<file path="config.mk">
export PLATFORM = sky130hd
export DESIGN_NAME = load_control
export DESIGN_NICKNAME = d
export VERILOG_FILES = /design/src/cpc_mem_pkg.sv /design/src/load_control.sv
export VERILOG_INCLUDE_DIRS = /design/src
export SDC_FILE = /design/constraint.sdc
export NUM_CORES = 1
export LEC_CHECK = 0
export BUFFER_PORTS_ARGS = -buffer_cell sky130_fd_sc_hd__buf_2
export CAP_MARGIN = 20
export CORE_AREA = 2 2 39 41
export CTS_CLUSTER_SIZE = 20
export DETAILED_ROUTE_END_ITERATION = 6
export DIE_AREA = 0 0 41 43
export GPL_TIMING_DRIVEN = 0
export MAX_ROUTING_LAYER = met4
export SYNTH_ARGS = -nofsm -noshare
export SYNTH_HDL_FRONTEND = slang
export SYNTH_SLANG_ARGS = --single-unit
</file>
<file path="constraint.sdc">
create_clock -name clk_sys -period 1.3 [get_ports clk_sys]
set_clock_uncertainty 0.05 [all_clocks]
set_input_delay 0.26 -clock clk_sys [delete_from_list [all_inputs] [get_ports clk_sys]]
set_output_delay 0.26 -clock clk_sys [all_outputs]
set_load 0.005 [all_outputs]
</file>
<file path="src/cpc_defs.svh">
// Widths, download indices, ROM slot pages, Multiface ports and store addresses
`ifndef CPC_DEFS_SVH
`define CPC_DEFS_SVH

////////////////////////////////////////////////////////////////////////
// Boot image and download widths
`define CPC_BOOT_AW         23      // 8 MB image, byte address
`define CPC_IOCTL_AW        25
`define CPC_ROM_MAP_N       256     // Upper ROM pages

// Host download indices
`define CPC_IDX_ROM         8'd0
`define CPC_IDX_EXT         8'd3

////////////////////////////////////////////////////////////////////////
// ROM slots as {upper half, page}
`define CPC_SLOT_OS         9'h000
`define CPC_SLOT_BASIC      9'h100
`define CPC_SLOT_AMSDOS     9'h107
`define CPC_SLOT_MF2        9'h0FF

`define CPC_PAGE_BAD        9'h1EE  // Unused page for malformed extensions
`define CPC_PAGE_COMBO_END  9'h1FF

////////////////////////////////////////////////////////////////////////
// Multiface Two
`define MF2_NMI_ADDR        16'h0066
`define MF2_HIDE_ADDR       16'h0065
`define MF2_CTRL_PORT       14'b11111110111010  // FEE8 and FEEA, cpu_addr[15:2]

// Register capture locations in Multiface RAM
`define MF2_ST_PEN_IDX      13'h1FCF
`define MF2_ST_BORDER       13'h1FDF
`define MF2_ST_PEN_BASE     9'h1F9
`define MF2_ST_MODE         13'h1FEF
`define MF2_ST_BANK         13'h1FFF
`define MF2_ST_CRTC_SEL     13'h1CFF
`define MF2_ST_CRTC_BASE    9'h1DB
`define MF2_ST_PPI          13'h17FF
`define MF2_ST_UROM         13'h1AAC

`endif
</file>
<file path="src/cpc_mem_pkg.sv">
// Download kind enum and boot image address union
`include "cpc_defs.svh"

package cpc_mem_pkg;

	// Active download as seen by the loader
	typedef enum logic [1:0] {
		load_none = 2'd0,
		load_rom  = 2'd1,
		load_ext  = 2'd2
	} load_kind_t;

	// 16 KB page view of a boot address
	typedef struct packed {
		logic       upper;     // Second 4 MB holds the upper ROMs
		logic [7:0] page;
		logic [13:0] offset;
	} boot_fields_t;

	typedef union packed {
		logic [`CPC_BOOT_AW-1:0] flat;
		boot_fields_t            f;
	} boot_addr_u;

endpackage

</file>
<file path="src/load_control.sv">
// Download kind decode, load start strobe, core reset and model latch
`timescale 1ns/1ps
`include "cpc_defs.svh"

module load_control (
	input  logic                    clk_sys,
	input  logic                    reset,
	input  logic                    ioctl_download,
	input  logic [7:0]              ioctl_index,
	input  logic                    reset_req,
	input  logic                    cpc664_sel,
	output cpc_mem_pkg::load_kind_t load_kind,
	output logic                    load_start,
	output logic                    core_reset,
	output logic                    model
);

	logic download_q;	// Download level one cycle back

	// Only ROM and expansion downloads touch the boot image
	always_comb begin
		load_kind = cpc_mem_pkg::load_none;
		if (ioctl_download) begin
			if (ioctl_index == `CPC_IDX_ROM)
				load_kind = cpc_mem_pkg::load_rom;
			else if (ioctl_index == `CPC_IDX_EXT)
				load_kind = cpc_mem_pkg::load_ext;
		end
	end

	assign load_start = ioctl_download & ~download_q;

	always_ff @(posedge clk_sys) begin
		if (reset) begin
			download_q <= 1'b0;
		end else begin
			download_q <= ioctl_download;
		end
	end

	////////////////////////////////////////////////////////////////////////
	// Core held in reset while the image changes
	always_ff @(posedge clk_sys) begin
		if (reset) begin
			core_reset <= 1'b1;
		end else begin
			core_reset <= reset_req | (load_kind != cpc_mem_pkg::load_none);
		end
	end

	// Model only changes while the core sits in reset
	always_ff @(posedge clk_sys) begin
		if (reset) begin
			model <= 1'b0;
		end else if (core_reset) begin
			model <= cpc664_sel;	// 1 selects the 664
		end
	end

endmodule

</file>
==> run metrics <==
status=finished, violations left; failing checks=negative setup slack; Critical Path Start Type=input pin; Clock Path Buffers=2; core box area=between 0.001 and 0.0015 sq mm; vias in the first global route=between 150 and 200; area share of the largest cell type after synthesis=approximately two fifths; n_diodes=0; CP bufs+invs=2; starting density of the core=between 10% and 20%; Crit path required time=0.99 ns; dpl cells=48; register area share after synthesis=around two fifths; f_max=between 0.6 and 0.7 GHz; CTS Root Cell=clkbuf_4; vias=184; Detailed Routing Iterations Pass 1=2; Clock Power Share=a little over half; CP top delay family=simple AND/OR/NAND/NOR gates; sequential share of power=between 30 and 40%; Seq cells post-synth=3; fill count=~160; DRT antenna net count=0; Slew Limit Fails=0; most frequent cells in the layout=buf_2, clkbuf_4, dfxtp_1; commonest non-fill, non-tap cell in the layout=buf_2; synthesized instance count=15; overall routing resource usage=5.133%; initial antenna violation count=0; critical path type=input pin to output pin; synth top area cells=dfxtp_1, or4b_4, nor2b_1; Ys Warns=0; largest net degree at the start of global routing=4; via density per instance=~3.5; Die W=41 microns; Slew HR=about nine tenths; routed wire length per instance=between 7 and 8 microns; CTS Buf Count=3; final worst setup slack=-0.2738 ns; first-pass GRT wire length=roughly 550 microns; CTS tree=done; Avg Cell Area, Syn=10.18 sq um; Sinks on Clock Net=3; Final Net Count=50; Slowest-stage cell, CP=or4b_4; switching share of power=~22%; Final period util=121.1%; die footprint=0.001763 sq mm; layout cells sized above 1=between 60% and 70%; Setup crit end kind=output pin; critical path peak fanout=3; maximum vdd drop=~0.27 mV; Netlist cell types=11; Die Ht=between 40 and 50 microns; Buffers on Ports=17; Setup Buffers After CTS=0; gr ovfl total=0; Hold Path Class=input pin to register; cts hold-fix bufs=0; GR peak layer=met4; io pins=18; met3 global-route usage=0.5236%; RSZ-0062 raised after global routing=true; Mapped Area=approximately 150 sq um; Comb pwr share=roughly 15%; Final Hold Fails=0; met1 Use GR=approximately 4.5%; post-synth top area cell=dfxtp_1; Synthesized Nets=28; Pwr Density=just over 1000 mW/mm^2; Site Rows=14; GR Util met2=7.187%; switching power=roughly 66 uW; H-tree depth=1; actual slew at the worst max-slew pin=between 0.15 and 0.2 ns; final-report setup violation count=2; post-layout min period=between 1.5 and 2 ns; remaining routing DRC violations=0; crit path DAT=1.26 ns; P_leak=approximately 0.14 nW; CP Cell Sequence=buf_6 -> or4b_4 -> nor4_2 -> buf_2; Max Cap Viol=0; largest stage delay on the critical path=0.56 ns; worst-skew pair later-pin latency=0.23 ns; Pwr Total=approximately 310 uW; Iter 0 DRT Violations=1; Area Overhead vs Synth=93.44%; routed wire length=just over 400 microns; Finished Layout Cells=52; P_int=239.6 uW; Reg clk slew, reported paths=around 0.030 ns; Final Wtd Congestion=0.5206
-- routing by layer --
layer,routed length [microns],part of all wire [%]
met1,169,42
met2,168,41
met3,50,12
met4,17,4.2
met5,0,0
-- sequential cells by signal (all words and copies together) (netlist names) --
register,count
core_reset,1
download_q,1
model,1
-- timing repair --
| item | in CTS | in global routing |
|---|---|---|
| pin swaps | 1 | 0 |
| endpoints found under the setup margin | 2 | 2 |
| gates resized for setup | 2 | 0 |
-- cell usage after synthesis --
library cell and number:
o31ai_2 1, nand2_1 1, or4b_4 1, nor3_1 1, nor2_1 2, or3_1 1
dfxtp_1 3, nor4_2 1, mux2i_1 1, xor2_1 1, nor2b_1 2
-- stage by stage --
step | setup WS [ns] | hold WS, ns | utilization, % | setup TNS [ns] | area [sq um]
4_1_cts | -0.2846 | 0.1723 | 21.34 | -0.4429 | 295.3
3_5_place_dp | -0.2823 | 0.4133 | 18.63 | -0.5200 | 257.7
6_report | -0.2738 | 0.1742 | 21.34 | -0.4375 | 295.3
2_1_floorplan | -0.05475 | 0.2816 | - | -0.09810 | 152.6
3_3_place_gp | -0.2792 | 0.4057 | 18.63 | -0.5236 | 257.7
5_1_grt | -0.3014 | 0.1801 | 21.34 | -0.4992 | 295.3
-- kinds of logic (layout without fill, tap and decap cells) --
logic type | count (synthesis) | after routing | share of synthesized area, %
DFF | 3 | 3 | 39.35
xor gates and xnor gates | 1 | 1 | 5.739
buffers and inverters | 0 | 21 | 0
muxes | 1 | 1 | 6.558
and+or+nand+nor | 9 | 9 | 40.16
AOI/OAI and AO/OA | 1 | 1 | 8.195
-- path summary, 6_finish.rpt --
path,to,depth (start not counted),slack (ns),from
max,load_kind[0],4,-0.27,ioctl_index[6]
min,download_q,2,0.17,reset
max reg2reg,model,2,0.57,core_reset
min reg2reg,model,2,0.44,model
-- area by class of cell --
type	count	area (sq um)	share of cell area, %
clock buffer	4	26.28	8.898
multi-input combinational	12	97.59	33.05
sequential	3	60.06	20.34
tap	16	20.02	6.780
timing repair buffer	17	91.34	30.93
-- power groups by stage --
stage               sequential (mW)  clock [mW]  combinational [mW]
floorplan                     0.102           0              0.0149
global placement              0.102           0              0.0419
detailed placement            0.102           0              0.0433
CTS                           0.100       0.168              0.0459
global route                  0.100       0.174              0.0502
finish                        0.100       0.160              0.0456
(Power assumes the default switching activity.)
