**config.mk**
```make
export PLATFORM = sky130hd
export DESIGN_NAME = mf2_paging
export DESIGN_NICKNAME = d
export VERILOG_FILES = /design/src/cpc_mf2_pkg.sv /design/src/mf2_paging.sv
export VERILOG_INCLUDE_DIRS = /design/src
export SDC_FILE = /design/constraint.sdc
export NUM_CORES = 1
export LEC_CHECK = 0
export BUFFER_PORTS_ARGS = -buffer_cell sky130_fd_sc_hd__buf_2
export CORE_AREA = 2 2 39 41
export CTS_CLUSTER_DIAMETER = 150
export DETAILED_ROUTE_END_ITERATION = 8
export DIE_AREA = 0 0 41 43
export HOLD_SLACK_MARGIN = 0.02
export PLACE_DENSITY_LB_ADDON = 0.15
export SLEW_MARGIN = 0
export SYNTH_ARGS = -nofsm -noshare
export SYNTH_HDL_FRONTEND = slang
export SYNTH_SLANG_ARGS = --single-unit
```
**constraint.sdc**
```tcl
create_clock -name clk_sys -period 3.04 [get_ports clk_sys]
set_input_delay 0.152 -clock clk_sys [delete_from_list [all_inputs] [get_ports clk_sys]]
set_output_delay 0.152 -clock clk_sys [all_outputs]
set_load 0.02 [all_outputs]
```
**src/cpc_defs.svh**
```systemverilog
// Widths, download indices, ROM slot pages, Multiface ports and store addresses
`ifndef CPC_DEFS_SVH
`define CPC_DEFS_SVH

////////////////////////////////////////////////////////////////////////
// Boot image and download widths
`define CPC_BOOT_AW         23      // 8 MB image, byte address
`define CPC_IOCTL_AW        25
`define CPC_ROM_MAP_N       256     // Upper ROM pages

// Host download indices
`define CPC_IDX_ROM         8'd0
`define CPC_IDX_EXT         8'd3

////////////////////////////////////////////////////////////////////////
// ROM slots as {upper half, page}
`define CPC_SLOT_OS         9'h000
`define CPC_SLOT_BASIC      9'h100
`define CPC_SLOT_AMSDOS     9'h107
`define CPC_SLOT_MF2        9'h0FF

`define CPC_PAGE_BAD        9'h1EE  // Unused page for malformed extensions
`define CPC_PAGE_COMBO_END  9'h1FF

////////////////////////////////////////////////////////////////////////
// Multiface Two
`define MF2_NMI_ADDR        16'h0066
`define MF2_HIDE_ADDR       16'h0065
`define MF2_CTRL_PORT       14'b11111110111010  // FEE8 and FEEA, cpu_addr[15:2]

// Register capture locations in Multiface RAM
`define MF2_ST_PEN_IDX      13'h1FCF
`define MF2_ST_BORDER       13'h1FDF
`define MF2_ST_PEN_BASE     9'h1F9
`define MF2_ST_MODE         13'h1FEF
`define MF2_ST_BANK         13'h1FFF
`define MF2_ST_CRTC_SEL     13'h1CFF
`define MF2_ST_CRTC_BASE    9'h1DB
`define MF2_ST_PPI          13'h17FF
`define MF2_ST_UROM         13'h1AAC

`endif
```
**src/cpc_mf2_pkg.sv**
```systemverilog
// Multiface mode enum and Multiface store address union
package cpc_mf2_pkg;

	// Menu setting for the Multiface
	typedef enum logic [1:0] {
		mode_enabled  = 2'd0,
		mode_hidden   = 2'd1,
		mode_disabled = 2'd2
	} mf2_mode_t;

	// Table view for pen colours and CRTC values
	typedef struct packed {
		logic [8:0] region;
		logic [3:0] slot;
	} store_fields_t;

	typedef union packed {
		logic [12:0]   flat;
		store_fields_t tbl;
	} store_addr_u;

endpackage

```
**src/mf2_paging.sv**
```systemverilog
// Multiface Two NMI request, enable and hidden state, ROM and RAM page selects
`timescale 1ns/1ps
`include "cpc_defs.svh"

module mf2_paging (
	input  logic                   clk_sys,
	input  logic                   reset,
	input  logic                   core_reset,
	input  cpc_mf2_pkg::mf2_mode_t mf2_mode,
	input  logic                   key_nmi,
	input  logic                   m1_start,
	input  logic                   io_wr,
	input  logic [15:0]            cpu_addr,
	output logic                   mf2_nmi,
	output logic                   mf2_en,
	output logic                   mf2_rom_en,
	output logic                   mf2_ram_en
);

	logic mf2_hidden;	// Set once the exit routine ran
	logic disabled;
	logic ctrl_wr;
	logic ctrl_en;

	assign disabled = (mf2_mode == cpc_mf2_pkg::mode_disabled);
	assign ctrl_wr  = io_wr && (cpu_addr[15:2] == `MF2_CTRL_PORT);
	assign ctrl_en  = ~cpu_addr[1] & ~mf2_hidden & ~disabled;	// FEE8 in, FEEA out

	always_ff @(posedge clk_sys) begin
		if (reset) begin
			mf2_nmi    <= 1'b0;
			mf2_en     <= 1'b0;
			mf2_hidden <= 1'b0;
		end else if (core_reset) begin
			mf2_nmi    <= 1'b0;
			mf2_en     <= 1'b0;
			mf2_hidden <= (mf2_mode != cpc_mf2_pkg::mode_enabled);
		end else begin
			if (key_nmi && !mf2_en && !disabled)
				mf2_nmi <= 1'b1;	// Stop button
			if (m1_start && mf2_nmi && cpu_addr == `MF2_NMI_ADDR) begin
				mf2_en     <= 1'b1;
				mf2_hidden <= 1'b0;
				mf2_nmi    <= 1'b0;
			end
			if (m1_start && mf2_en && cpu_addr == `MF2_HIDE_ADDR)
				mf2_hidden <= 1'b1;
			if (ctrl_wr) begin
				mf2_en <= ctrl_en;
				if (ctrl_en)
					mf2_nmi <= 1'b0;	// Paged in by port, request is dropped
			end
		end
	end

	// ROM at 0000-1FFF, RAM at 2000-3FFF
	assign mf2_rom_en = mf2_en && (cpu_addr[15:13] == 3'b000);
	assign mf2_ram_en = mf2_en && (cpu_addr[15:13] == 3'b001);

endmodule

```
==> results.sh <==
export IMPL_status="finished clean"
export IMPL_grt_overflow_total=0
export IMPL_hpwl_um=674
export IMPL_antenna_found_initial=0
export IMPL_syn_area_um2=274
export IMPL_regArea_um2=60.1
export IMPL_h_tree_depth=1
export IMPL_p_per_area_nw_per_um2=312
export IMPL_required_ps=2890
export IMPL_fp_coreArea_um2=1380
export IMPL_drive_above_1_share_pct=53.2
export IMPL_holdBufCountCts=0
export IMPL_drt_total_wl_um=782
export IMPL_synth_edff_count=0
export IMPL_hold_end="mf2_hidden$_SDFFE_PP0P_"
export IMPL_track_usage_pct=10.5
export IMPL_portBuffers=27
export IMPL_ys_ff_latch=3
export IMPL_ys_seq_area_share_pct=21.9
export IMPL_clock_path_buffers=2
export IMPL_hp_class="in -> reg"
export IMPL_drc=0
export IMPL_finalCritPeriodShare_pct=42.1
export IMPL_hold_path_depth=4
export IMPL_dr_pass1_iters=4
export IMPL_grt_start_max_net_pins=7
export IMPL_mostFrequentLayoutCells="buf_2 (27), nor3_1 (3), clkbuf_4 (3), dfxtp_1 (3)"
export IMPL_reg2reg_from="mf2_en$_SDFFE_PP0P_"
export IMPL_ctsResizeCount=0
export IMPL_hold_violations=0
export IMPL_syn_nets=55
export IMPL_rsz0062_at_grt="false"
export IMPL_num_io_pins=28
export IMPL_avgSynthCellArea_um2=8.84
export IMPL_vias_per_cell=4.79
export IMPL_clock_root_buffer="clkbuf_4"
export IMPL_synth_flop_cell="dfxtp_1"
export IMPL_worst_slack_ps=1760
export IMPL_r2r_slack_ps=2040
export IMPL_timing_fmax_mhz=781
export IMPL_synthArstFlopShare_pct=0
export IMPL_cp_slowest_cell="dfxtp_1"
export IMPL_rows=14
export IMPL_die_w_um=41
export IMPL_max_stage_delay_ps=400
export IMPL_path_clk_slew_ps=40
export IMPL_diodes=0
export IMPL_dieArea_um2=1760
export IMPL_ant_nets=0
export IMPL_slew_headroom_pct=81.5
export IMPL_dp_slack_ps=1680
export IMPL_ir_drop_uv=102
export IMPL_vias=374
export IMPL_avgRoutedWirePerCell_um=10.0
export IMPL_finalClockSkew_ps=4.93
export IMPL_synth_warnings=0
export IMPL_leakage_nw=0.223
export IMPL_grt_pass1_wl_um=1300
export IMPL_cp_arrival_ps=1130
export IMPL_drt_first_iter_violations=5
export IMPL_start_util_pct=19.8
export IMPL_grt_pass1_vias=360
export IMPL_synth_top_area_cell="dfxtp_1"
export IMPL_max_cap_violations=0
export IMPL_crit_type="reg -> out"
export IMPL_nFillCells=164
export IMPL_multi_input_comb_area_um2=206
export IMPL_timing_rr_end="mf2_hidden$_SDFFE_PP0P_"
export IMPL_clkLatencyLatePin_ps=230
export IMPL_ys_top_cells_by_area="dfxtp_1 (22%), nor4b_4 (8.7%), and4_1 (6.4%)"
export IMPL_hp_start="reset"
export IMPL_setup_tns_ps=0
export IMPL_tightest_slew_ps=275
export IMPL_clock_sinks=3
export IMPL_setup_viol_count_final=0
export IMPL_worstSetupEndpointType="output pin"
export IMPL_final_nets=87
export IMPL_syn_inst=31
export IMPL_syn_to_final_growth_pct=66.2
export IMPL_post_cts_buffers=0
export IMPL_die_h_um=43
export IMPL_finalMaxSlewViolations=0
export IMPL_cts_tree="yes"
export IMPL_ys_types=23
export IMPL_globalplace_congestion=0.671
export IMPL_utilization_pct=32.9
export IMPL_crit_chain="nor4bb_1, buf_2"
export IMPL_period_needed_ps=1280
export IMPL_cts_buffers_inserted=3
export IMPL_path_max_fanout=6
export IMPL_ff2ff_path_depth=3
export IMPL_synth_top_area_share_pct=21.9
export IMPL_mostFrequentLayoutCell="buf_2"
export IMPL_cp_start_kind="flip-flop"
worst max-delay path by stage:
stage,startpoint,end,slack [ps],cells after the start
2_1_floorplan,mf2_en$_SDFFE_PP0P_,mf2_ram_en,1640,1
3_3_place_gp,cpu_addr[13],mf2_hidden$_SDFFE_PP0P_,1730,5
3_5_place_dp,cpu_addr[13],mf2_hidden$_SDFFE_PP0P_,1680,5
4_1_cts,mf2_en$_SDFFE_PP0P_,mf2_ram_en,1750,2
5_1_grt,mf2_en$_SDFFE_PP0P_,mf2_ram_en,1650,2
6_report,mf2_en$_SDFFE_PP0P_,mf2_ram_en,1760,2
power breakdown:
group          total (mW)  internal, mW  switching [mW]  leakage [nW]
Combinational      0.0302        0.0173          0.0130         0.183
Sequential         0.0421        0.0412        0.000880        0.0246
Clock              0.0697        0.0492          0.0205        0.0150
synthesized netlist by cell type (all sizes together) (2+ instances only):
master and number:
dfxtp 3, nor3 3, nor4b 3, and4 2
inv 2, nand2 2, o31ai 2
worst max-delay path: cells and delay by family, from the launching register on:
kind | cells | cell delay, ps
buf+inv | 1 | 210
flops | 1 | 400
simple gates | 1 | 290
metal layers:
metal,global-route usage (%),share of wire [%],wire [um],up-vias
li1,-,-,-,189
met1,12.8,40,311,162
met2,16.6,48,377,23
met3,0,12,92,0
met4,8.00,0,0,0
met5,0,0,0,-
per-stage QoR:
stage               instances  total power, mW  area, um^2  hold WS (ps)
global route               78            0.150         455           207
global placement           74           0.0738         429           423
floorplan                  31           0.0526         274           304
CTS                        78            0.146         455           173
finish                     78            0.142         455           178
detailed placement         74           0.0733         429           419
layout make-up:
| cell class | instances | area share [%] |
|---|---|---|
| multi-input cells | 26 | 45.3 |
| repair buffers | 27 | 29.7 |
| flip-flops and latches | 3 | 13.2 |
| clock buffers | 4 | 5.77 |
| well taps | 16 | 4.40 |
| inverters | 2 | 1.65 |
registers in the layout, indices dropped and copies added, names as in the netlist:
name / flops
mf2_en: 1
mf2_hidden: 1
mf2_nmi: 1
cells by family (layout without fill, tap and decap cells):
family	Yosys count	after routing	synth area share, %
compound gates	6	6	16.0
buf+inv	2	33	2.74
flops	3	3	21.9
simple gates	20	20	59.4
Note: power is estimated with default switching activity, not from simulation.
