## src/cpc_defs.svh

```systemverilog
// Widths, download indices, ROM slot pages, Multiface ports and store addresses
`ifndef CPC_DEFS_SVH
`define CPC_DEFS_SVH

////////////////////////////////////////////////////////////////////////
// Boot image and download widths
`define CPC_BOOT_AW         23      // 8 MB image, byte address
`define CPC_IOCTL_AW        25
`define CPC_ROM_MAP_N       256     // Upper ROM pages

// Host download indices
`define CPC_IDX_ROM         8'd0
`define CPC_IDX_EXT         8'd3

////////////////////////////////////////////////////////////////////////
// ROM slots as {upper half, page}
`define CPC_SLOT_OS         9'h000
`define CPC_SLOT_BASIC      9'h100
`define CPC_SLOT_AMSDOS     9'h107
`define CPC_SLOT_MF2        9'h0FF

`define CPC_PAGE_BAD        9'h1EE  // Unused page for malformed extensions
`define CPC_PAGE_COMBO_END  9'h1FF

////////////////////////////////////////////////////////////////////////
// Multiface Two
`define MF2_NMI_ADDR        16'h0066
`define MF2_HIDE_ADDR       16'h0065
`define MF2_CTRL_PORT       14'b11111110111010  // FEE8 and FEEA, cpu_addr[15:2]

// Register capture locations in Multiface RAM
`define MF2_ST_PEN_IDX      13'h1FCF
`define MF2_ST_BORDER       13'h1FDF
`define MF2_ST_PEN_BASE     9'h1F9
`define MF2_ST_MODE         13'h1FEF
`define MF2_ST_BANK         13'h1FFF
`define MF2_ST_CRTC_SEL     13'h1CFF
`define MF2_ST_CRTC_BASE    9'h1DB
`define MF2_ST_PPI          13'h17FF
`define MF2_ST_UROM         13'h1AAC

`endif
```

## src/cpc_mem_pkg.sv

```systemverilog
// Download kind enum and boot image address union
`include "cpc_defs.svh"

package cpc_mem_pkg;

	// Active download as seen by the loader
	typedef enum logic [1:0] {
		load_none = 2'd0,
		load_rom  = 2'd1,
		load_ext  = 2'd2
	} load_kind_t;

	// 16 KB page view of a boot address
	typedef struct packed {
		logic       upper;     // Second 4 MB holds the upper ROMs
		logic [7:0] page;
		logic [13:0] offset;
	} boot_fields_t;

	typedef union packed {
		logic [`CPC_BOOT_AW-1:0] flat;
		boot_fields_t            f;
	} boot_addr_u;

endpackage

```

## src/ext_page_decode.sv

```systemverilog
// Expansion ROM start page from the file extension, combo image page switch
`timescale 1ns/1ps
`include "cpc_defs.svh"

module ext_page_decode (
	input  logic                    clk_sys,
	input  logic                    reset,
	input  logic                    load_start,
	input  cpc_mem_pkg::load_kind_t load_kind,
	input  logic [15:0]             ioctl_file_ext,
	input  logic                    ioctl_wr,
	input  logic [13:0]             ioctl_offset,
	output logic [8:0]              page
);

	logic       combo;		// Z0 image, second part still to come
	logic [4:0] hex_hi;
	logic [4:0] hex_lo;
	logic [8:0] ext_page;

	// {valid, value} of one extension character
	function automatic logic [4:0] hex_digit(input logic [7:0] c);
		logic [4:0] r;
		r = 5'd0;
		if (c >= "0" && c <= "9")
			r = {1'b1, c[3:0]};
		else if (c >= "A" && c <= "F")
			r = {1'b1, c[3:0] + 4'd9};
		return r;
	endfunction

	always_comb begin
		hex_hi = hex_digit(ioctl_file_ext[15:8]);
		hex_lo = hex_digit(ioctl_file_ext[7:0]);
		ext_page = `CPC_PAGE_BAD;	// Bit 8 kept, single digits go high
		if (hex_hi[4]) ext_page[7:4] = hex_hi[3:0];
		if (hex_lo[4]) ext_page[3:0] = hex_lo[3:0];
		if (ioctl_file_ext == "ZZ" || ioctl_file_ext == "Z0")
			ext_page = 9'h000;
	end

	always_ff @(posedge clk_sys) begin
		if (reset) begin
			page  <= `CPC_PAGE_BAD;
			combo <= 1'b0;
		end else if (load_start) begin
			combo <= (load_kind == cpc_mem_pkg::load_ext) && (ioctl_file_ext == "Z0");
			if (load_kind == cpc_mem_pkg::load_ext)
				page <= ext_page;
		end else if (ioctl_wr && combo && (&ioctl_offset)) begin
			// Last byte of the first 16 KB, rest of the image goes upper
			page  <= `CPC_PAGE_COMBO_END;
			combo <= 1'b0;
		end
	end

endmodule

```

## config.mk

```make
export PLATFORM = sky130hd
export DESIGN_NAME = ext_page_decode
export DESIGN_NICKNAME = d
export VERILOG_FILES = /design/src/cpc_mem_pkg.sv /design/src/ext_page_decode.sv
export VERILOG_INCLUDE_DIRS = /design/src
export SDC_FILE = /design/constraint.sdc
export NUM_CORES = 1
export LEC_CHECK = 0
export BUFFER_PORTS_ARGS = -buffer_cell sky130_fd_sc_hd__buf_2
export CORE_UTILIZATION = 47
export DETAILED_ROUTE_END_ITERATION = 10
export PLACE_DENSITY = 0.95
export SLEW_MARGIN = 20
export SYNTH_ARGS = -nofsm -noshare
export SYNTH_HDL_FRONTEND = slang
export SYNTH_SLANG_ARGS = --single-unit
```

## constraint.sdc

```tcl
create_clock -name clk_sys -period 4.05 [get_ports clk_sys]
set_clock_uncertainty 0.2 [all_clocks]
set_input_delay 0.6075 -clock clk_sys [delete_from_list [all_inputs] [get_ports clk_sys]]
set_output_delay 0.6075 -clock clk_sys [all_outputs]
set_load 0.005 [all_outputs]
```

==> impl_metrics.ini, run 1 <==
[outcome]
status = complete, no violations

[critical_path]
cp.required_ns = 4.00
crit_path_end_kind = flip-flop
critPathKind = in -> reg
crit_arrival_ns = 2.04
path_max_fanout = 5
start_kind = input port

[route]
totalWireLength_mm = 2.30
wl_met3_um = 74
vias = 938
routed_via_density = 5.90
wl_per_cell_um = 14.5
drt-met1-wl_um = 938
drc = 0
drtAntennaViolNets = 0
met2_length_mm = 1.23
dr.pass1.iters = 6
drt-initial-drc-count = 28
top_layer = met4

[synth]
syn_nets = 142
synth_edf_count = 0
synthArstFlopShare = 0
yosysUniqueCellTypes = 38
netlist_instances = 96
netlist_area_um2 = 828
synth_seq_cells = 10
synth-main-ff-cell = dfxtp_1
yosysSeqAreaShare = 0.242
yosys_warnings = 0
avgSynthCellArea_um2 = 8.63

[sta]
rsz0062_at_grt = no
tns_ns = 0
min_period_over_period = 0.515
min_period_ns = 2.09
setup_viol = 0
hold_viol_final = 0
max_slew.worst_pin.slew_ns = 0.441
clock.fmax_ghz = 0.479
relSlewSlack = 0.702
maxSlewViolCount = 0

[clock_tree]
cts-resized-gates = 0
cts_sinks = 10
cts_root_buf = clkbuf_4
clock_path_buffers = 2
cts.htree.levels = 1
worstSkewPairLatency_ns = 0.26
holdBufCountCts = 0
tritoncts = built
cts_setup_buffers = 0
path_clk_slew_ns = 0.07
numCtsBuffers = 3

[power]
p_sw_frac = 0.259
pwr-share-clk = 0.365
power.density_nw_per_um2 = 222
leakage_nw = 0.508
sequentialPowerShare = 0.417
intPower_w = 0.000181
p_total_w = 0.000244
ir_drop_mv = 0.208
power.switching_w = 0.0000632
combPwrFrac = 0.219

[die]
dieArea_um2 = 1930
coreArea_um2 = 1580
fp.dieH_um = 44.0
die_w_um = 44.0
rows = 14
start_util = 0.525
pin_count = 45

[placed_design]
place_area_um2 = 1060
dp_hpwl_mm = 1.92
io_buffers = 44
gp_congestion = 0.839

[worst_hold_path]
min_path_type = reg -> reg

[cells_and_area]
fin_area_um2 = 1100
layout_common_cells = 44 x buf_2, 10 x ha_1, 10 x dfxtp_1, 8 x nor2_1
diodes = 0
drive_above_1_share = 0.378
mostFrequentLayoutCell = buf_2
area_delta_synth_final_pct = 32.9
fin_nets = 190

[global_route]
grt_use_total = 0.257
grt_pass1_vias = 927
grt_pass1_wl_mm = 3.75
grt_max_degree = 11
grt-ovfl-total = 0
antenna_found_initial = 0

[job]
drv_cap = 0
cell usage after synthesis, types with 2 or more instances:
cell / count / area share
o21ai_0: 2 / 0.012
nor3b_1: 3 / 0.027
a21oi_1: 7 / 0.042
o21ai_1: 2 / 0.012
nor2b_1: 2 / 0.015
o211ai_1: 2 / 0.018
nand3b_1: 2 / 0.018
and4_1: 2 / 0.021
o21bai_1: 2 / 0.018
ha_1: 10 / 0.15
and3_1: 2 / 0.015
dfxtp_1: 10 / 0.24
nand3_1: 2 / 0.012
nand4_1: 6 / 0.045
inv_1: 7 / 0.032
a311oi_1: 2 / 0.021
o21a_1: 2 / 0.018
nor2_1: 8 / 0.036
nor3_1: 3 / 0.018
o221ai_1: 2 / 0.021
cell families (layout without fill, tap and decap cells):
group | count (synthesis) | after routing | share of synthesized area
simple gates | 37 | 37 | 0.281
flops | 10 | 10 | 0.242
buf+inv | 8 | 55 | 0.0363
compound gates | 31 | 31 | 0.290
fa+ha+maj | 10 | 10 | 0.151
power groups by stage:
stage	sequential, W	combinational [W]	clock (W)
final	0.000102	0.0000533	0.0000890
after global routing	0.000102	0.0000590	0.0000964
after CTS	0.000102	0.0000530	0.0000919
after detailed placement	0.000104	0.0000526	0
after global placement	0.000104	0.0000498	0
after floorplan	0.000104	0.0000228	0
layer usage:
layer  GRT usage  up-vias
li1            -      464
met1       0.287      440
met2       0.487       25
met4       0.103        0
met3      0.0292        9
met5           0        -
flip-flops by register name, indices dropped and copies added, names as in the netlist:
register / count
combo: 1
page: 9
worst paths after layout:
kind,from,endpoint,slack [ns],depth (start not counted)
setup / recovery,ioctl_file_ext[8],page[6],1.96,8
hold / removal,combo,combo,0.29,2
setup reg to reg,combo,page[6],2.18,4
hold reg to reg,combo,combo,0.29,2
critical path, stage by stage:
cell      delay (ns)
buf_2           0.13
inv_1           0.10
ha_1            0.23
or3b_1          0.17
nand4_1         0.15
a21oi_1         0.18
o211ai_1        0.13
a221o_1         0.35
metrics by stage:
step | hold WS, ns | utilization | instances | worst slack, ns
after floorplan | 0.244 | - | 96 | 1.97
after detailed placement | 0.266 | 0.675 | 155 | 1.70
after global routing | 0.325 | 0.698 | 159 | 1.86
final | 0.290 | 0.698 | 159 | 1.96
after CTS | 0.297 | 0.698 | 159 | 1.97
after global placement | 0.256 | 0.675 | 155 | 1.83
area by class of cell:
class	instances	area, µm²
multi-input cells	78	598
fillers	131	475
repair buffers	44	220
flip-flops and latches	10	200
clock buffers	4	36.3
inverters	7	26.3
well taps	16	20.0
Note: power is estimated with default switching activity, not from simulation.
==> run 2, diff against run 1 <==
--- a/config.mk
+++ b/config.mk
@@ -7,9 +7,9 @@
 export NUM_CORES = 1
 export LEC_CHECK = 0
 export BUFFER_PORTS_ARGS = -buffer_cell sky130_fd_sc_hd__buf_2
-export CORE_UTILIZATION = 47
+export CORE_UTILIZATION = 44
 export DETAILED_ROUTE_END_ITERATION = 10
-export PLACE_DENSITY = 0.95
+export PLACE_DENSITY = 0.91
 export SLEW_MARGIN = 20
 export SYNTH_ARGS = -nofsm -noshare
 export SYNTH_HDL_FRONTEND = slang
==> constraint.sdc (replaced) <==
create_clock -name clk_sys -period 1.92 [get_ports clk_sys]
set_clock_uncertainty 0.2 [all_clocks]
set_input_delay 0.288 -clock clk_sys [delete_from_list [all_inputs] [get_ports clk_sys]]
set_output_delay 0.288 -clock clk_sys [all_outputs]
set_load 0.005 [all_outputs]
==> impl_metrics.ini, run 2 (same netlist as run 1, synthesis figures left out) <==
[outcome]
status = complete, no violations

[critical_path]
cp.required_ns = 1.87
path_max_fanout = 3
path_cells = nand4_1, or4_4, o21a_1, a221o_1
worst_path_max_delay_cell = or4_4
critPathKind = reg -> reg
start_kind = flip-flop
critPathMaxStageDelay_ns = 0.57
crit_arrival_ns = 1.81
crit_path_end_kind = flip-flop

[power]
power.density_nw_per_um2 = 452
p_total_w = 0.000519
ir_drop_mv = 0.466
leakage_nw = 0.532

[cells_and_area]
mostFrequentLayoutCell = buf_2
largest_reg_flops = 9
layout_common_cells = 44 x buf_2, 10 x ha_1, 10 x dfxtp_1, 8 x nor2_1
fin_area_um2 = 1150
diodes = 0
fin_nets = 195
drive_above_1_share = 0.399
reg_top3 = page (9), combo (1)
finalNonFillerCells = 173
regMostFlops = page
fill_cells = 156
area_delta_synth_final_pct = 38.8

[global_route]
grt-ovfl-total = 0
met3_usage = 0.0516
busiest_layer = met2
antenna_found_initial = 0
use_met2 = 0.420
grt_pass1_wl_mm = 3.59
gr-usage-met1 = 0.278
grt_max_degree = 11
grt_pass1_vias = 881
grt_use_total = 0.236

[sta]
maxSlewViolCount = 0
relSlewSlack = 0.701
max_slew.worst_pin.slew_ns = 0.441
worst_hold_slack_ns = 0.130
clock.fmax_ghz = 0.537
setup_viol = 0
min_period_ns = 1.86
hold_viol_final = 0
min_period_over_period = 0.969
rsz0062_at_grt = no

[clock_tree]
cts_sinks = 10
path_clk_slew_ns = 0.07
clock_path_buffers = 2
cts.htree.levels = 1
worstSkewPairLatency_ns = 0.26
cts-resized-gates = 0
numCtsBuffers = 3
holdBufCountCts = 0
tritoncts = built
cts_root_buf = clkbuf_4
cts_setup_buffers = 0

[route]
drt-initial-drc-count = 23
drc = 0
routed_via_density = 5.53
totalWireLength_mm = 2.30
vias = 957
wl_per_cell_um = 13.3
drtAntennaViolNets = 0
dr.pass1.iters = 4

[die]
start_util = 0.475
coreArea_um2 = 1750
die_w_um = 45.4
pin_count = 45
fp.dieH_um = 45.4
rows = 15
dieArea_um2 = 2060

[placed_design]
place_area_um2 = 1110
gp_congestion = 0.934
dp_cells = 169
dp_hpwl_mm = 1.88
io_buffers = 44

[job]
drv_cap = 0

[worst_hold_path]
min_path_type = in -> reg
==> run 2: final cells by class <==
| class | count | area (µm²) | area share |
|---|---|---|---|
| Inverter | 7 | 26.3 | 0.0229 |
| Sequential cell | 10 | 200 | 0.174 |
| Timing Repair Buffer | 49 | 258 | 0.224 |
| Clock buffer | 4 | 36.3 | 0.0316 |
| Tap cell | 25 | 31.3 | 0.0272 |
| Multi-Input combinational cell | 78 | 598 | 0.520 |
==> run 2: critical path, delay by kind of cell (launching register included) <==
family           cells  cell delay, ns
AO/OA/AOI/OAI        2            0.57
flip-flops           1            0.34
AND/OR/NAND/NOR      2            0.65
==> run 2: routing by layer <==
metal,up-vias,share of wire,routed length [µm]
li1,473,-,-
met1,442,0.42,972
met2,38,0.51,1180
met3,4,0.048,110
met4,0,0.016,36
met5,-,0,0
==> run 2: worst paths after layout <==
check	start	end	slack (ns)	depth (start not counted)
setup / recovery	combo	page[6]	0.06	4
hold / removal	reset	combo	0.13	2
setup reg to reg	combo	page[6]	0.06	4
hold reg to reg	combo	combo	0.27	2
==> run 2: power breakdown <==
part	switching (W)	total (W)	internal [W]	leakage (nW)
Combinational	0.0000592	0.000118	0.0000584	0.430
Clock	0.0000726	0.000188	0.000115	0.0210
Sequential	0.00000248	0.000214	0.000212	0.0813
==> run 2: metrics by stage <==
stage | TNS [ns] | util | worst slack [ns]
2_1_floorplan | 0 | - | 0.159
3_3_place_gp | 0 | 0.638 | 0.0376
3_5_place_dp | -0.0207 | 0.638 | -0.0207
4_1_cts | 0 | 0.659 | 0.0699
5_1_grt | 0 | 0.659 | 0.0248
6_report | 0 | 0.659 | 0.0594
