--- config.mk ---
export PLATFORM = sky130hd
export DESIGN_NAME = boot_addr_map
export DESIGN_NICKNAME = d
export VERILOG_FILES = /design/src/cpc_mem_pkg.sv /design/src/boot_addr_map.sv
export VERILOG_INCLUDE_DIRS = /design/src
export SDC_FILE = /design/constraint.sdc
export NUM_CORES = 1
export LEC_CHECK = 0
export BUFFER_PORTS_ARGS = -buffer_cell sky130_fd_sc_hd__buf_2
export CAP_MARGIN = 20
export CORE_MARGIN = 4
export CORE_UTILIZATION = 44
export CTS_BUF_LIST = sky130_fd_sc_hd__clkbuf_4
export CTS_CLUSTER_SIZE = 30
export DETAILED_ROUTE_END_ITERATION = 12
export HOLD_SLACK_MARGIN = 0.08
export PLACE_DENSITY = 0.82
export SYNTH_ARGS = -nofsm -noshare
export SYNTH_HDL_FRONTEND = slang
export SYNTH_SLANG_ARGS = --single-unit
--- constraint.sdc ---
create_clock -name clk_sys -period 3.9 [get_ports clk_sys]
set_input_delay 0.195 -clock clk_sys [delete_from_list [all_inputs] [get_ports clk_sys]]
set_output_delay 0.195 -clock clk_sys [all_outputs]
set_load 0.02 [all_outputs]
--- src/cpc_defs.svh ---
// Widths, download indices, ROM slot pages, Multiface ports and store addresses
`ifndef CPC_DEFS_SVH
`define CPC_DEFS_SVH

////////////////////////////////////////////////////////////////////////
// Boot image and download widths
`define CPC_BOOT_AW         23      // 8 MB image, byte address
`define CPC_IOCTL_AW        25
`define CPC_ROM_MAP_N       256     // Upper ROM pages

// Host download indices
`define CPC_IDX_ROM         8'd0
`define CPC_IDX_EXT         8'd3

////////////////////////////////////////////////////////////////////////
// ROM slots as {upper half, page}
`define CPC_SLOT_OS         9'h000
`define CPC_SLOT_BASIC      9'h100
`define CPC_SLOT_AMSDOS     9'h107
`define CPC_SLOT_MF2        9'h0FF

`define CPC_PAGE_BAD        9'h1EE  // Unused page for malformed extensions
`define CPC_PAGE_COMBO_END  9'h1FF

////////////////////////////////////////////////////////////////////////
// Multiface Two
`define MF2_NMI_ADDR        16'h0066
`define MF2_HIDE_ADDR       16'h0065
`define MF2_CTRL_PORT       14'b11111110111010  // FEE8 and FEEA, cpu_addr[15:2]

// Register capture locations in Multiface RAM
`define MF2_ST_PEN_IDX      13'h1FCF
`define MF2_ST_BORDER       13'h1FDF
`define MF2_ST_PEN_BASE     9'h1F9
`define MF2_ST_MODE         13'h1FEF
`define MF2_ST_BANK         13'h1FFF
`define MF2_ST_CRTC_SEL     13'h1CFF
`define MF2_ST_CRTC_BASE    9'h1DB
`define MF2_ST_PPI          13'h17FF
`define MF2_ST_UROM         13'h1AAC

`endif
--- src/cpc_mem_pkg.sv ---
// Download kind enum and boot image address union
`include "cpc_defs.svh"

package cpc_mem_pkg;

	// Active download as seen by the loader
	typedef enum logic [1:0] {
		load_none = 2'd0,
		load_rom  = 2'd1,
		load_ext  = 2'd2
	} load_kind_t;

	// 16 KB page view of a boot address
	typedef struct packed {
		logic       upper;     // Second 4 MB holds the upper ROMs
		logic [7:0] page;
		logic [13:0] offset;
	} boot_fields_t;

	typedef union packed {
		logic [`CPC_BOOT_AW-1:0] flat;
		boot_fields_t            f;
	} boot_addr_u;

endpackage

--- src/boot_addr_map.sv ---
// Download to boot image address mapping, registered write port, upper ROM map
`timescale 1ns/1ps
`include "cpc_defs.svh"

module boot_addr_map (
	input  logic                        clk_sys,
	input  logic                        reset,
	input  cpc_mem_pkg::load_kind_t     load_kind,
	input  logic                        model,
	input  logic [8:0]                  page,
	input  logic                        ioctl_wr,
	input  logic [`CPC_IOCTL_AW-1:0]    ioctl_addr,
	input  logic [7:0]                  ioctl_dout,
	output logic                        boot_wr,
	output cpc_mem_pkg::boot_addr_u     boot_addr,
	output logic [1:0]                  boot_bank,
	output logic [7:0]                  boot_dout,
	output logic [`CPC_ROM_MAP_N-1:0]   rom_map
);

	cpc_mem_pkg::boot_addr_u map_addr;
	logic [1:0]              map_bank;
	logic                    map_wr;
	logic [10:0]             block;		// 16 KB block of the download

	assign block = ioctl_addr[`CPC_IOCTL_AW-1:14];

	////////////////////////////////////////////////////////////////////////
	// Address map, 1st 4 MB OS/RAM/MF2, 2nd 4 MB upper ROMs
	always_comb begin
		map_wr          = ioctl_wr;
		map_addr.flat   = '1;
		map_addr.f.offset = ioctl_addr[13:0];
		map_bank        = 2'd0;
		case (load_kind)
			cpc_mem_pkg::load_rom: begin
				case (block)
					11'd0, 11'd4: {map_addr.f.upper, map_addr.f.page} = `CPC_SLOT_OS;
					11'd1, 11'd5: {map_addr.f.upper, map_addr.f.page} = `CPC_SLOT_BASIC;
					11'd2, 11'd6: {map_addr.f.upper, map_addr.f.page} = `CPC_SLOT_AMSDOS;
					11'd3, 11'd7: {map_addr.f.upper, map_addr.f.page} = `CPC_SLOT_MF2;
					default:      map_wr = 1'b0;
				endcase
				map_bank = (block >= 11'd4) ? 2'd1 : 2'd0;	// 664 set in bank 1
			end
			cpc_mem_pkg::load_ext: begin
				map_addr.f.upper = page[8];
				map_addr.f.page  = page[7:0] + ioctl_addr[21:14];	// Wraps at 256
				map_bank         = {1'b0, model};
			end
			default: map_wr = 1'b0;
		endcase
	end

	always_ff @(posedge clk_sys) begin
		if (reset) begin
			boot_wr <= 1'b0;
			rom_map <= '0;
		end else begin
			boot_wr <= map_wr;
			if (map_wr && map_addr.f.upper)
				rom_map[map_addr.f.page] <= 1'b1;
		end
	end

	// Write payload
	always_ff @(posedge clk_sys) begin
		boot_addr <= map_addr;
		boot_bank <= map_bank;
		boot_dout <= ioctl_dout;
	end

endmodule

==> run summary, run 1 <==
The floorplan step defined a die boundary enclosing 24800 um2. Fill cells in the final layout number 1916. Summed over all instances, the cell type with the most area after synthesis is sky130_fd_sc_hd__dfxtp_1. By area the synthesized netlist is led by sky130_fd_sc_hd__dfxtp_1 59%, sky130_fd_sc_hd__o22ai_1 16%, sky130_fd_sc_hd__inv_1 10%.

After clock tree synthesis, the clock-pin slew on the worst setup and hold paths is 0.06 ns. On the final layout, the worst clock skew is 0 ns. The signed area change from the synthesized netlist to the final layout came out at 31.3%. The worst hold path was traced through 5 stages. The number of warnings printed during yosys synthesis is 0, and the final standard cell count with taps included and fillers excluded is 1743. The critical path is of the input pin to flop type.

The total number of placement rows is 54, and the maximum vdd drop is 0.208 mV. The worst hold path terminates at boot_addr[14]. Required time of the worst setup path: 4.41 ns.

The detailed router finished its first iteration with 688 violations. For the setup violation total in the final timing report, the log shows 0. The top cell type by area accounts for 58.9% of the synthesized area.

After technology mapping, the gate count stands at 1031. Static timing analysis puts the maximum clock frequency at 323 MHz. sky130_fd_sc_hd__dfxtp_1 is the most common cell in the netlist. In the synthesized netlist the dominant register cell turns out to be sky130_fd_sc_hd__dfxtp_1.

The share of synthesized registers carrying an async set or reset is 0%, and the overall die width is 157 um. Summing all flip-flop and latch instances after layout gives 5790 um2. The routed design has 32000 um of wire. The number of cells on the worst reg-to-reg path works out to 2. The tools report the count of pins on the block boundary as 338. The remaining design rule violation count came out at 0. The smallest clock period supported by the final layout is computed as 3.09 ns. Routability-driven placement finished with a final weighted congestion of 0.908. The number of buffer cells added on primary ports works out to 336. For the total number of H-tree levels, the log shows 3. TritonCTS built the clock tree.

Summing all multi-input logic gate instances after layout gives 2740 um2. The total nets after synthesis was 1089; the final max-slew violation count was 0. In the final routed layout, each cell accounts on average for 18.4 um. The synthesized netlist contains 59 unique library cells. By count the netlist is led by 289 x sky130_fd_sc_hd__dfxtp_1, 267 x sky130_fd_sc_hd__inv_1, 256 x sky130_fd_sc_hd__o22ai_1, 49 x sky130_fd_sc_hd__clkbuf_1, 19 x sky130_fd_sc_hd__buf_2. The critical register-to-register path startpoint is rom_map[49].

After routing, the total negative slack on setup checks comes to 0 ns. Setup slack on the worst reg-to-reg path comes out at 3.19 ns. The endpoint identified for the worst register-to-register timing path is rom_map[49].

The y dimension of the die is 157 um. Walking the worst path, the cells encountered are dlygate4sd3_1 > buf_2 > ha_1 > a211o_1 > a2111oi_0 > nor3_1 > nor2_1 > nand3_1 > o22ai_1. The global-route wire length before repair is 47300 um, and the overall overflow remaining after global route is 0. The core region is 21900 um2. Across every metal layer, demand over resource in global routing totals 24.3%. In this run the static leakage power is 0.00557 uW. The longest clock path from root to sink contains 3 buffers. The slowest stage of the critical path belongs to the cell sky130_fd_sc_hd__nand3_1.

The delay contributed by the slowest stage of the critical path is 0.64 ns. Detailed placement ended at an HPWL of 21400 um. The count of nets left with antenna violations once routing finished came out at 0.

In this run the post-CTS setup repair buffer count came out at 0. Including well taps, the total number of placed cells is 1595. The remaining max-slew budget at the tightest pin is 26.8%, and the number of antenna violations at the first check in global routing is 1.

The share of layout cells above drive strength 1 is 33.1%. The startpoint type of the worst setup path is an input pin. The startpoint of the worst hold path is ioctl_addr[24]. Buffers inserted during clock tree synthesis total 72. The class of the most critical hold timing path was input pin to flop.

The final critical path takes up 79.3% of the cycle. Sequential cells were found to cover 58.9% of the synthesized design area. Entering global routing, the biggest net connects 110 pins.

Power density of the placed cells: 449 nW/um2. Yosys mapped a number of flops with a built-in enable equal to 0. At the pin with the least slew margin, the transition time is 1.10 ns. The cell at the root of the clock tree was sky130_fd_sc_hd__clkbuf_4. The cell area that synthesis handed to floorplanning was 9820 um2.

Dividing the synthesized area by the synthesized cell count gives 9.53 um2. The via count of the routed design is 9110. STA classifies the critical path endpoint as a flop. The vias per cell works out to 5.23. The tools report the data arrival time at the worst-slack endpoint as 3.60 ns.

Clock latency on the worst-skew pair, taken at its later pin, is 0.64 ns. The worst-path maximum fanout came out at 16. Via count of the first global-routing pass: 8759. The initial utilization of the core area, before any placement, comes to 44.9%. The first detailed-routing pass ran for 5 iterations. The flow ran to the end, and the final reports show no timing, DRC or antenna violations. The net count of the finished layout is 1477. Max capacitance violation total: 0. The count of final hold-check violations was 0; the number of register bits inferred by synthesis was 289. Setup repair after global routing left no endpoint under its margin.

The tools report the number of sinks on the clock net as 289.
registers in the layout (all words and copies together) (netlist names):
register   flops
rom_map      256
boot_addr     23
boot_dout      8
boot_bank      1
boot_wr        1
report_power, final:
part | leakage [uW] | switching, uW | internal [uW] | total [uW]
Clock | 0.000519 | 1140 | 1300 | 2440
Sequential | 0.00234 | 7.66 | 2980 | 2980
Combinational | 0.00272 | 248 | 127 | 374
logic make-up (layout without fill, tap and decap cells):
logic type                 after synthesis  count (layout)  synth area share (%)
other                                    1               3                0.0382
and+or+nand+nor                         97              97                  6.96
xor gates and xnor gates                 2               2                 0.178
adders and majority gates               10              10                  1.35
muxes                                    1               1                 0.115
AOI/OAI and AO/OA                      293             293                  19.2
DFF                                    289             289                  58.9
buffers and inverters                  338             768                  13.2
area by class of cell:
class                           instances  area share (%)
Clock buffer                           99            5.76
Antenna cell                            2          0.0388
Inverter                              268            7.80
Multi-Input combinational cell        404            21.2
Clock inverter                         17           0.951
Tap cell                              280            2.72
Sequential cell                       289            44.9
Timing Repair Buffer                  384            16.6
repair_timing:
item	CTS	global route
endpoints found under the setup margin	0	0
hold buffers	29	0
resized for setup	0	0
hold endpoints to repair	67	0
routing by layer:
metal,track usage (%),wire length [um]
met1,30.0,12700
met2,39.7,15400
met3,5.99,2410
met4,12.2,1450
met5,0,0
critical path: cells and delay by family:
kind                     cells  cell delay [ns]
AO/OA/AOI/OAI                3             1.25
adder cells (fa/ha/maj)      1             0.31
buffers and inverters        2             0.72
AND/OR/NAND/NOR              3             1.13
layout by cell type, fill, tap and decap left out, types with 5 or more instances in the layout:
| cell type | n |
|---|---|
| sky130_fd_sc_hd__a211oi_1 | 5 |
| sky130_fd_sc_hd__buf_2 | 335 |
| sky130_fd_sc_hd__buf_4 | 18 |
| sky130_fd_sc_hd__clkbuf_4 | 99 |
| sky130_fd_sc_hd__clkinv_1 | 9 |
| sky130_fd_sc_hd__dfxtp_1 | 289 |
| sky130_fd_sc_hd__dlygate4sd3_1 | 29 |
| sky130_fd_sc_hd__ha_1 | 9 |
| sky130_fd_sc_hd__inv_1 | 267 |
| sky130_fd_sc_hd__nand2_1 | 17 |
| sky130_fd_sc_hd__nand3_1 | 16 |
| sky130_fd_sc_hd__nor2_1 | 7 |
| sky130_fd_sc_hd__nor3_1 | 7 |
| sky130_fd_sc_hd__o22ai_1 | 256 |
metrics by stage:
stage	util, %	hold slack [ns]	setup WS [ns]	total power (uW)	area [um2]
2_1_floorplan	-	0.223	1.37	3280	9820
3_3_place_gp	53.5	0.297	0.958	3380	11700
3_5_place_dp	53.5	0.299	0.744	3390	11700
4_1_cts	58.7	0.0852	0.921	5840	12900
5_1_grt	58.9	0.121	0.567	6060	12900
6_report	58.9	0.130	0.807	5790	12900
worst max path at each step:
stage                   start            to  cells after the start
2_1_floorplan         page[0]  rom_map[255]                     10
3_3_place_gp   ioctl_addr[14]    rom_map[0]                     10
3_5_place_dp   ioctl_addr[14]  rom_map[122]                     10
4_1_cts        ioctl_addr[15]  rom_map[126]                      9
5_1_grt        ioctl_addr[15]  rom_map[126]                     10
6_report       ioctl_addr[15]  rom_map[126]                      9
Power figures use the tool's default switching activity.
==> run 2: changes to the inputs <==
Settings changed: PLACE_DENSITY 0.82 to 0.84.
Clock period 3.9 ns to 2.55 ns, I/O delays scaled along.
==> run 2 against run 1 <==
Against the previous run:
- final cell count grew 3.5%
- hold slack gained 0.019 ns
- first-iteration DRC count shrank 0.29%
- die area is the same
- setup slack lost 0.71 ns
- highest routed layer unchanged
==> run summary, run 2 (synthesis gave the netlist of run 1 again) <==
The number of antenna violations at the first check in global routing is 2 (+1), and the final standard cell count with taps included and fillers excluded is 1804 (+3.5%). The final core utilization is 62.2% (+3.3 points). The worst-path maximum fanout works out to 16 (unchanged).

Register clock-pin slew on the reported worst setup and hold paths: 0.07 ns (about the same). The post-CTS setup-driven buffer insertion count was 0 (unchanged); the via count of the routed design was 9457 (+3.8%). The number of sinks on the clock net was 289 (unchanged); the slew at the pin closest to its max-slew limit was 1.09 ns (-0.00457 ns). The flip-flop count of the largest register, all copies and words added was 256 (unchanged). The count of final hold-check violations is 0 (unchanged), and the effective utilization at floorplan is 44.9% (unchanged).

The worst-case setup slack after placement is -0.0119 ns (-0.756 ns), and the weighted congestion at the end of routability-driven global placement is 0.892 (-1.7%). The run gives 0.149 ns (+0.0191 ns) as the worst-case hold slack. The logs give 0 (unchanged) for the final max-slew violation count and 0 (unchanged) for the remaining design rule violation count. The overall die area is 24800 um2 (unchanged), and the remaining max-slew budget at the tightest pin is 27.1% (+0.30 points). The worst clock skew is 0 ns (unchanged).

For the total number of placement rows, the log shows 54 (unchanged). The run gives 0.63 ns (about the same) as the worst-skew pair later-pin latency. For the detailed-placement wirelength estimate, the log shows 22000 um (+2.8%). The run gives 1536 (+4.0%) as the number of nets in the final layout. The total length of routed wires came out at 33400 um (+4.1%). The run gives 0 (unchanged) as the overall overflow remaining after global route.

The number of cells in the design after placement was 1640 (+2.8%); the share of layout cells above drive strength 1 was 35.2% (+2.1 points). The startpoint-to-endpoint class of the critical path was input pin to flop. Data arrival time at the worst-slack endpoint: 3.00 ns (-0.60 ns). Standby leakage power: 0.00595 uW (+6.7%).

The largest net degree at the start of global routing was 122 (+11%); the power density of the placed cells was 650 nW/um2 (+45%). The tools report the final setup slack of the worst path as 0.0933 ns (-0.714 ns). The logs give 1753 (-8.5%) for the number of fillers in the final layout and 21900 um2 (unchanged) for the core footprint. The post-route minimum period is 2.46 ns. Leaving out fill and tap cells, the most frequent cell in the layout is sky130_fd_sc_hd__buf_2. The number of nets with antenna violations after detailed routing is 0 (unchanged), and the y dimension of the die is 157 um (unchanged).

The library cells used most frequently in the layout, excluding fill and tap cells, are 335 x sky130_fd_sc_hd__buf_2, 289 x sky130_fd_sc_hd__dfxtp_1, 267 x sky130_fd_sc_hd__inv_1, 256 x sky130_fd_sc_hd__o22ai_1, 97 x sky130_fd_sc_hd__clkbuf_4. For the final design area excluding fillers, the log shows 13600 um2 (+5.7%). STA classifies the critical path endpoint as a flop. The setup violation total in the final timing report came out at 0 (unchanged). The path class of the tightest hold or removal check is input pin to flop. Vias per cell: 5.24 (+0.30%). Number of CTS-inserted buffers: 72 (unchanged).

The global router's overall resource usage is 25.4% (+1.1 points), and the final clock period utilization by the worst path is 96.3%. The largest registers in the layout are rom_map x256, boot_addr x23, boot_dout x8. The detailed-routing iteration count for the pre-antenna-repair pass is 5 (unchanged), and the required time of the worst setup path is 3.09 ns (-1.32 ns). TritonCTS built the clock tree. The maximum vdd drop is 0.383 mV (+85%), and the maximum number of buffers from clock root to sink is 3 (unchanged). Placed standard-cell area: 12300 um2 (+4.9%). The overall die width is 157 um (unchanged), and the via count of the first global-routing pass is 9242 (+5.5%).

Relative to the synthesized area, the layout overhead comes to 38.7%. The number of buffer cells added on primary ports was 336 (unchanged). The global-route wire length before repair was 49400 um (+4.4%). The tools report the total number of H-tree levels as 3 (unchanged). The routed wirelength normalized by instance count is 18.5 um (+0.62%), and the highest achievable clock rate is 407 MHz. The flow ran to the end, and the final reports show no timing, DRC or antenna violations. The tree is rooted in a sky130_fd_sc_hd__clkbuf_4.

STA classifies the critical path startpoint as an input pin. The count of pins on the block boundary is 338 (unchanged). Counting flops per register, the top entry is rom_map. The logs give 0 (unchanged) for the max capacitance violation total and 686 (-0.29%) for the detailed router's first-iteration violation count.
-- run 2: cell types whose count changed in the layout (fill, tap and decap cells not counted), moves of 2 or more --
cell,change
sky130_fd_sc_hd__a2111oi_0,-2
sky130_fd_sc_hd__buf_12,+19
sky130_fd_sc_hd__buf_4,+26
sky130_fd_sc_hd__clkbuf_4,-2
sky130_fd_sc_hd__clkinv_2,+5
sky130_fd_sc_hd__dlygate4sd3_1,+14
-- run 2: area by class of cell --
cell class	count	area [um2]	area share [%]
inverter	268	1010	7.38
antenna	2	5.00	0.0367
clock buffer	97	728	5.34
timing repair buffer	443	2850	20.9
sequential	289	5790	42.5
multi-input combinational	404	2770	20.4
tap	280	350	2.57
clock inverter	21	121	0.891
-- run 2: timing repair --
item | 4_1_cts | 5_1_grt
setup endpoints to repair | 0 | 88
endpoints found under the hold margin | 55 | 1
hold buffers | 42 | 1
gates resized for setup | 0 | 9
-- run 2: final timing paths --
path | from | end | slack (ns) | depth (start not counted)
hold / removal | ioctl_dout[3] | boot_dout[3] | 0.15 | 2
setup reg to reg | rom_map[197] | rom_map[197] | 1.82 | 2
setup / recovery | ioctl_addr[15] | rom_map[143] | 0.09 | 10
hold reg to reg | rom_map[112] | rom_map[112] | 0.47 | 2
-- run 2: power breakdown --
group	internal, uW	switching (uW)
combinational	248	400
sequential	4550	12.0
clock	1870	1780
total	6670	2190
-- run 2: critical path, stage by stage --
cell,delay [ns]
sky130_fd_sc_hd__dlygate4sd3_1,0.55
sky130_fd_sc_hd__buf_2,0.17
sky130_fd_sc_hd__ha_1,0.30
sky130_fd_sc_hd__a211o_1,0.35
sky130_fd_sc_hd__and4_1,0.22
sky130_fd_sc_hd__or3_1,0.42
sky130_fd_sc_hd__a21boi_1,0.31
sky130_fd_sc_hd__nand3_1,0.13
sky130_fd_sc_hd__buf_4,0.25
sky130_fd_sc_hd__o22ai_1,0.16
-- run 2: per-layer routing --
metal / track usage, % / routed length [um]
met1: 30.2 / 12800
met2: 43.1 / 16400
met3: 5.69 / 2720
met4: 12.9 / 1490
met5: 0 / 0
-- run 2: metrics by stage --
step           setup TNS [ns]  power (uW)
2_1_floorplan               0        5020
3_3_place_gp                0        5220
3_5_place_dp          -0.0357        5230
4_1_cts                     0        8900
5_1_grt              -0.00544        9230
6_report                    0        8860
==> run 3: changes to the inputs <==
Settings changed: RECOVER_POWER set to 50, SKIP_LAST_GASP set to 1.
==> run 3 against run 2 <==
Against the previous run:
- die area unchanged
- register-to-register slack hardly changed
- clock power about the same
- sequential power about the same
- largest cell class unchanged
- highest routed layer unchanged
==> run summary, run 3 (synthesis gave the netlist of run 1 again) <==
The global router's overall resource usage is 25.4% (unchanged), and the signed area change from the synthesized netlist to the final layout is 35.3%. The overall overflow remaining after global route was 0 (unchanged); the remaining design rule violation count was 0 (unchanged). For the number of CTS-inserted buffers, the log shows 72 (unchanged). The top register by number of flip-flops is rom_map.

For the overall die area, the log shows 24800 um2 (unchanged). For the power consumption, the log shows 8840 uW (-0.17%). The register clock-pin slew on the reported worst setup and hold paths works out to 0.06 ns (about the same).

The logs give 0 (unchanged) for the setup violation total in the final timing report and 0.388 mV (+1.2%) for the maximum vdd drop. The number of buffer cells added on primary ports is 336 (unchanged), and the count of pins on the block boundary is 338 (unchanged). The maximum number of buffers from clock root to sink is 3 (unchanged).

The final setup slack of the worst path is 0.0939 ns (+0.000634 ns). Final clock period utilization by the worst path: 96.3% (about the same). The run gives 27.4% (+0.26 points) as the remaining max-slew budget at the tightest pin.

The tools report the cell at the root of the clock tree as sky130_fd_sc_hd__clkbuf_4. The tools report the startpoint type of the worst setup path as an input pin. The run finished with clean final reports.

The worst-case setup slack after placement was -0.0119 ns (unchanged); the detailed-placement wirelength estimate was 22000 um (unchanged). The flip-flop count of the largest register, all copies and words added was 256 (unchanged). Worst-path maximum fanout: 16 (unchanged). The power density of the placed cells is 665 nW/um2 (+2.3%), and the detailed router's first-iteration violation count is 664 (-3.2%).

The run gives 5790 um2 (unchanged) as the combined flip-flop and latch cell area. The count of final hold-check violations is 0 (unchanged). The total number of H-tree levels is 3 (unchanged). The tools report the highest achievable clock rate as 407 MHz (about the same).

Share of layout cells above drive strength 1: 17.6% (-18 points). The startpoint-to-endpoint class of the critical path was input pin to flop. The number of nets in the final layout was 1536 (unchanged); the core footprint was 21900 um2 (unchanged). For the largest net degree at the start of global routing, the log shows 122 (unchanged). The tools report the total number of placement rows as 54 (unchanged).

The worst clock skew was 0 ns (unchanged); the slew at the pin closest to its max-slew limit was 1.09 ns (-0.00387 ns). For the detailed-routing iteration count for the pre-antenna-repair pass, the log shows 5 (unchanged). The number of nets with antenna violations after detailed routing came out at 0 (unchanged). In the final layout, the registers with the most flip-flops are rom_map x256, boot_addr x23, boot_dout x8. The via count of the first global-routing pass came out at 9242 (unchanged).

STA classifies the critical path endpoint as a flop. The library cell used most frequently in the layout, excluding fill and tap cells, is sky130_fd_sc_hd__dfxtp_1. The run gives 2.99 ns (about the same) as the data arrival time at the worst-slack endpoint. The max capacitance violation total is 0 (unchanged). The weighted congestion at the end of routability-driven global placement is 0.892 (unchanged), and the vias per cell is 5.27 (+0.54%).

The standby leakage power is 0.00482 uW (-19%), and the overall die width is 157 um (unchanged). The tools report the via count of the routed design as 9508 (+0.54%). The logs give 0 ns (unchanged) for the aggregate negative setup slack and 2770 um2 (unchanged) for the area of combinational cells with multiple inputs. Number of sinks on the clock net: 289 (unchanged). The post-route minimum period came out at 2.46 ns (-0.000634 ns). The final max-slew violation count came out at 0 (unchanged). TritonCTS built the clock tree.

The total length of routed wires is 33500 um (+0.46%), and the number of fillers in the final layout is 1929 (+10%). The run gives 0.63 ns (about the same) as the worst-skew pair later-pin latency. The class of the most critical hold timing path was input pin to flop. The global-route wire length before repair came out at 49400 um (unchanged). In the layout the commonest cells are 289 x sky130_fd_sc_hd__dfxtp_1, 268 x sky130_fd_sc_hd__clkbuf_1, 267 x sky130_fd_sc_hd__inv_1, 256 x sky130_fd_sc_hd__o22ai_1, 97 x sky130_fd_sc_hd__clkbuf_4.

The required time of the worst setup path was 3.08 ns (about the same); the effective utilization at floorplan was 44.9% (unchanged). The routed wirelength normalized by instance count was 18.6 um (+0.46%). The y dimension of the die was 157 um (unchanged). Number of antenna violations at the first check in global routing: 2 (unchanged).
## run 3: final timing paths
path / startpoint / endpoint / slack [ns] / cells past startpoint
worst min register to register: rom_map[112] / rom_map[112] / 0.47 / 2
worst min-delay path: ioctl_dout[5] / boot_dout[5] / 0.15 / 2
worst max-delay path: ioctl_addr[15] / rom_map[131] / 0.09 / 10
worst max register to register: rom_map[197] / rom_map[197] / 1.82 / 2
## run 3: final cells by class
cell class / count / area share (%)
clock buffers: 97 / 5.48
diodes: 2 / 0.0377
well taps: 280 / 2.64
repair buffers: 443 / 19.0
inverters: 268 / 7.57
multi-input cells: 404 / 20.9
flip-flops and latches: 289 / 43.5
clock inverters: 21 / 0.913
## run 3: worst max-delay path, cell delays in order
cell and delay [ns]:
sky130_fd_sc_hd__dlygate4sd3_1 0.55, sky130_fd_sc_hd__buf_2 0.17, sky130_fd_sc_hd__ha_1 0.30, sky130_fd_sc_hd__a211o_1 0.35
sky130_fd_sc_hd__and4_1 0.22, sky130_fd_sc_hd__or3_1 0.41, sky130_fd_sc_hd__a21boi_1 0.31, sky130_fd_sc_hd__nand3_1 0.13
sky130_fd_sc_hd__buf_4 0.25, sky130_fd_sc_hd__o22ai_1 0.16
## run 3: per-layer routing
| metal | track usage (%) | up-vias | share of wire (%) |
|---|---|---|---|
| met1 | 30.2 | 4458 | 39 |
| met3 | 5.69 | 107 | 7.8 |
| li1 | - | 4445 | - |
| met2 | 43.1 | 498 | 49 |
| met4 | 12.9 | 0 | 4.3 |
| met5 | 0 | - | 0 |
## run 3: power by group
| group | leakage [uW] | internal (uW) | switching, uW |
|---|---|---|---|
| Sequential | 0.00234 | 4550 | 13.0 |
| Combinational | 0.00198 | 237 | 400 |
| Clock | 0.000511 | 1870 | 1770 |
| Total | 0.00482 | 6660 | 2180 |
## run 3: through the flow
step / std cells / utilization [%] / instance area (um2) / hold WS (ns)
after detailed placement: 1640 / 56.1 / 12300 / 0.231
final: 1804 / 60.7 / 13300 / 0.151
after CTS: 1800 / 61.9 / 13500 / 0.0840
after global placement: 1640 / 56.1 / 12300 / 0.229
after floorplan: 1031 / - / 9820 / 0.155
after global routing: 1804 / 60.7 / 13300 / 0.105
## run 3: repair_timing
| item | in CTS | in global routing |
|---|---|---|
| setup buffers | 0 | 0 |
| hold buffers | 42 | 1 |
| endpoints found under the setup margin | 0 | 88 |
| endpoints found under the hold margin | 55 | 1 |
| gates resized for setup | 0 | 9 |
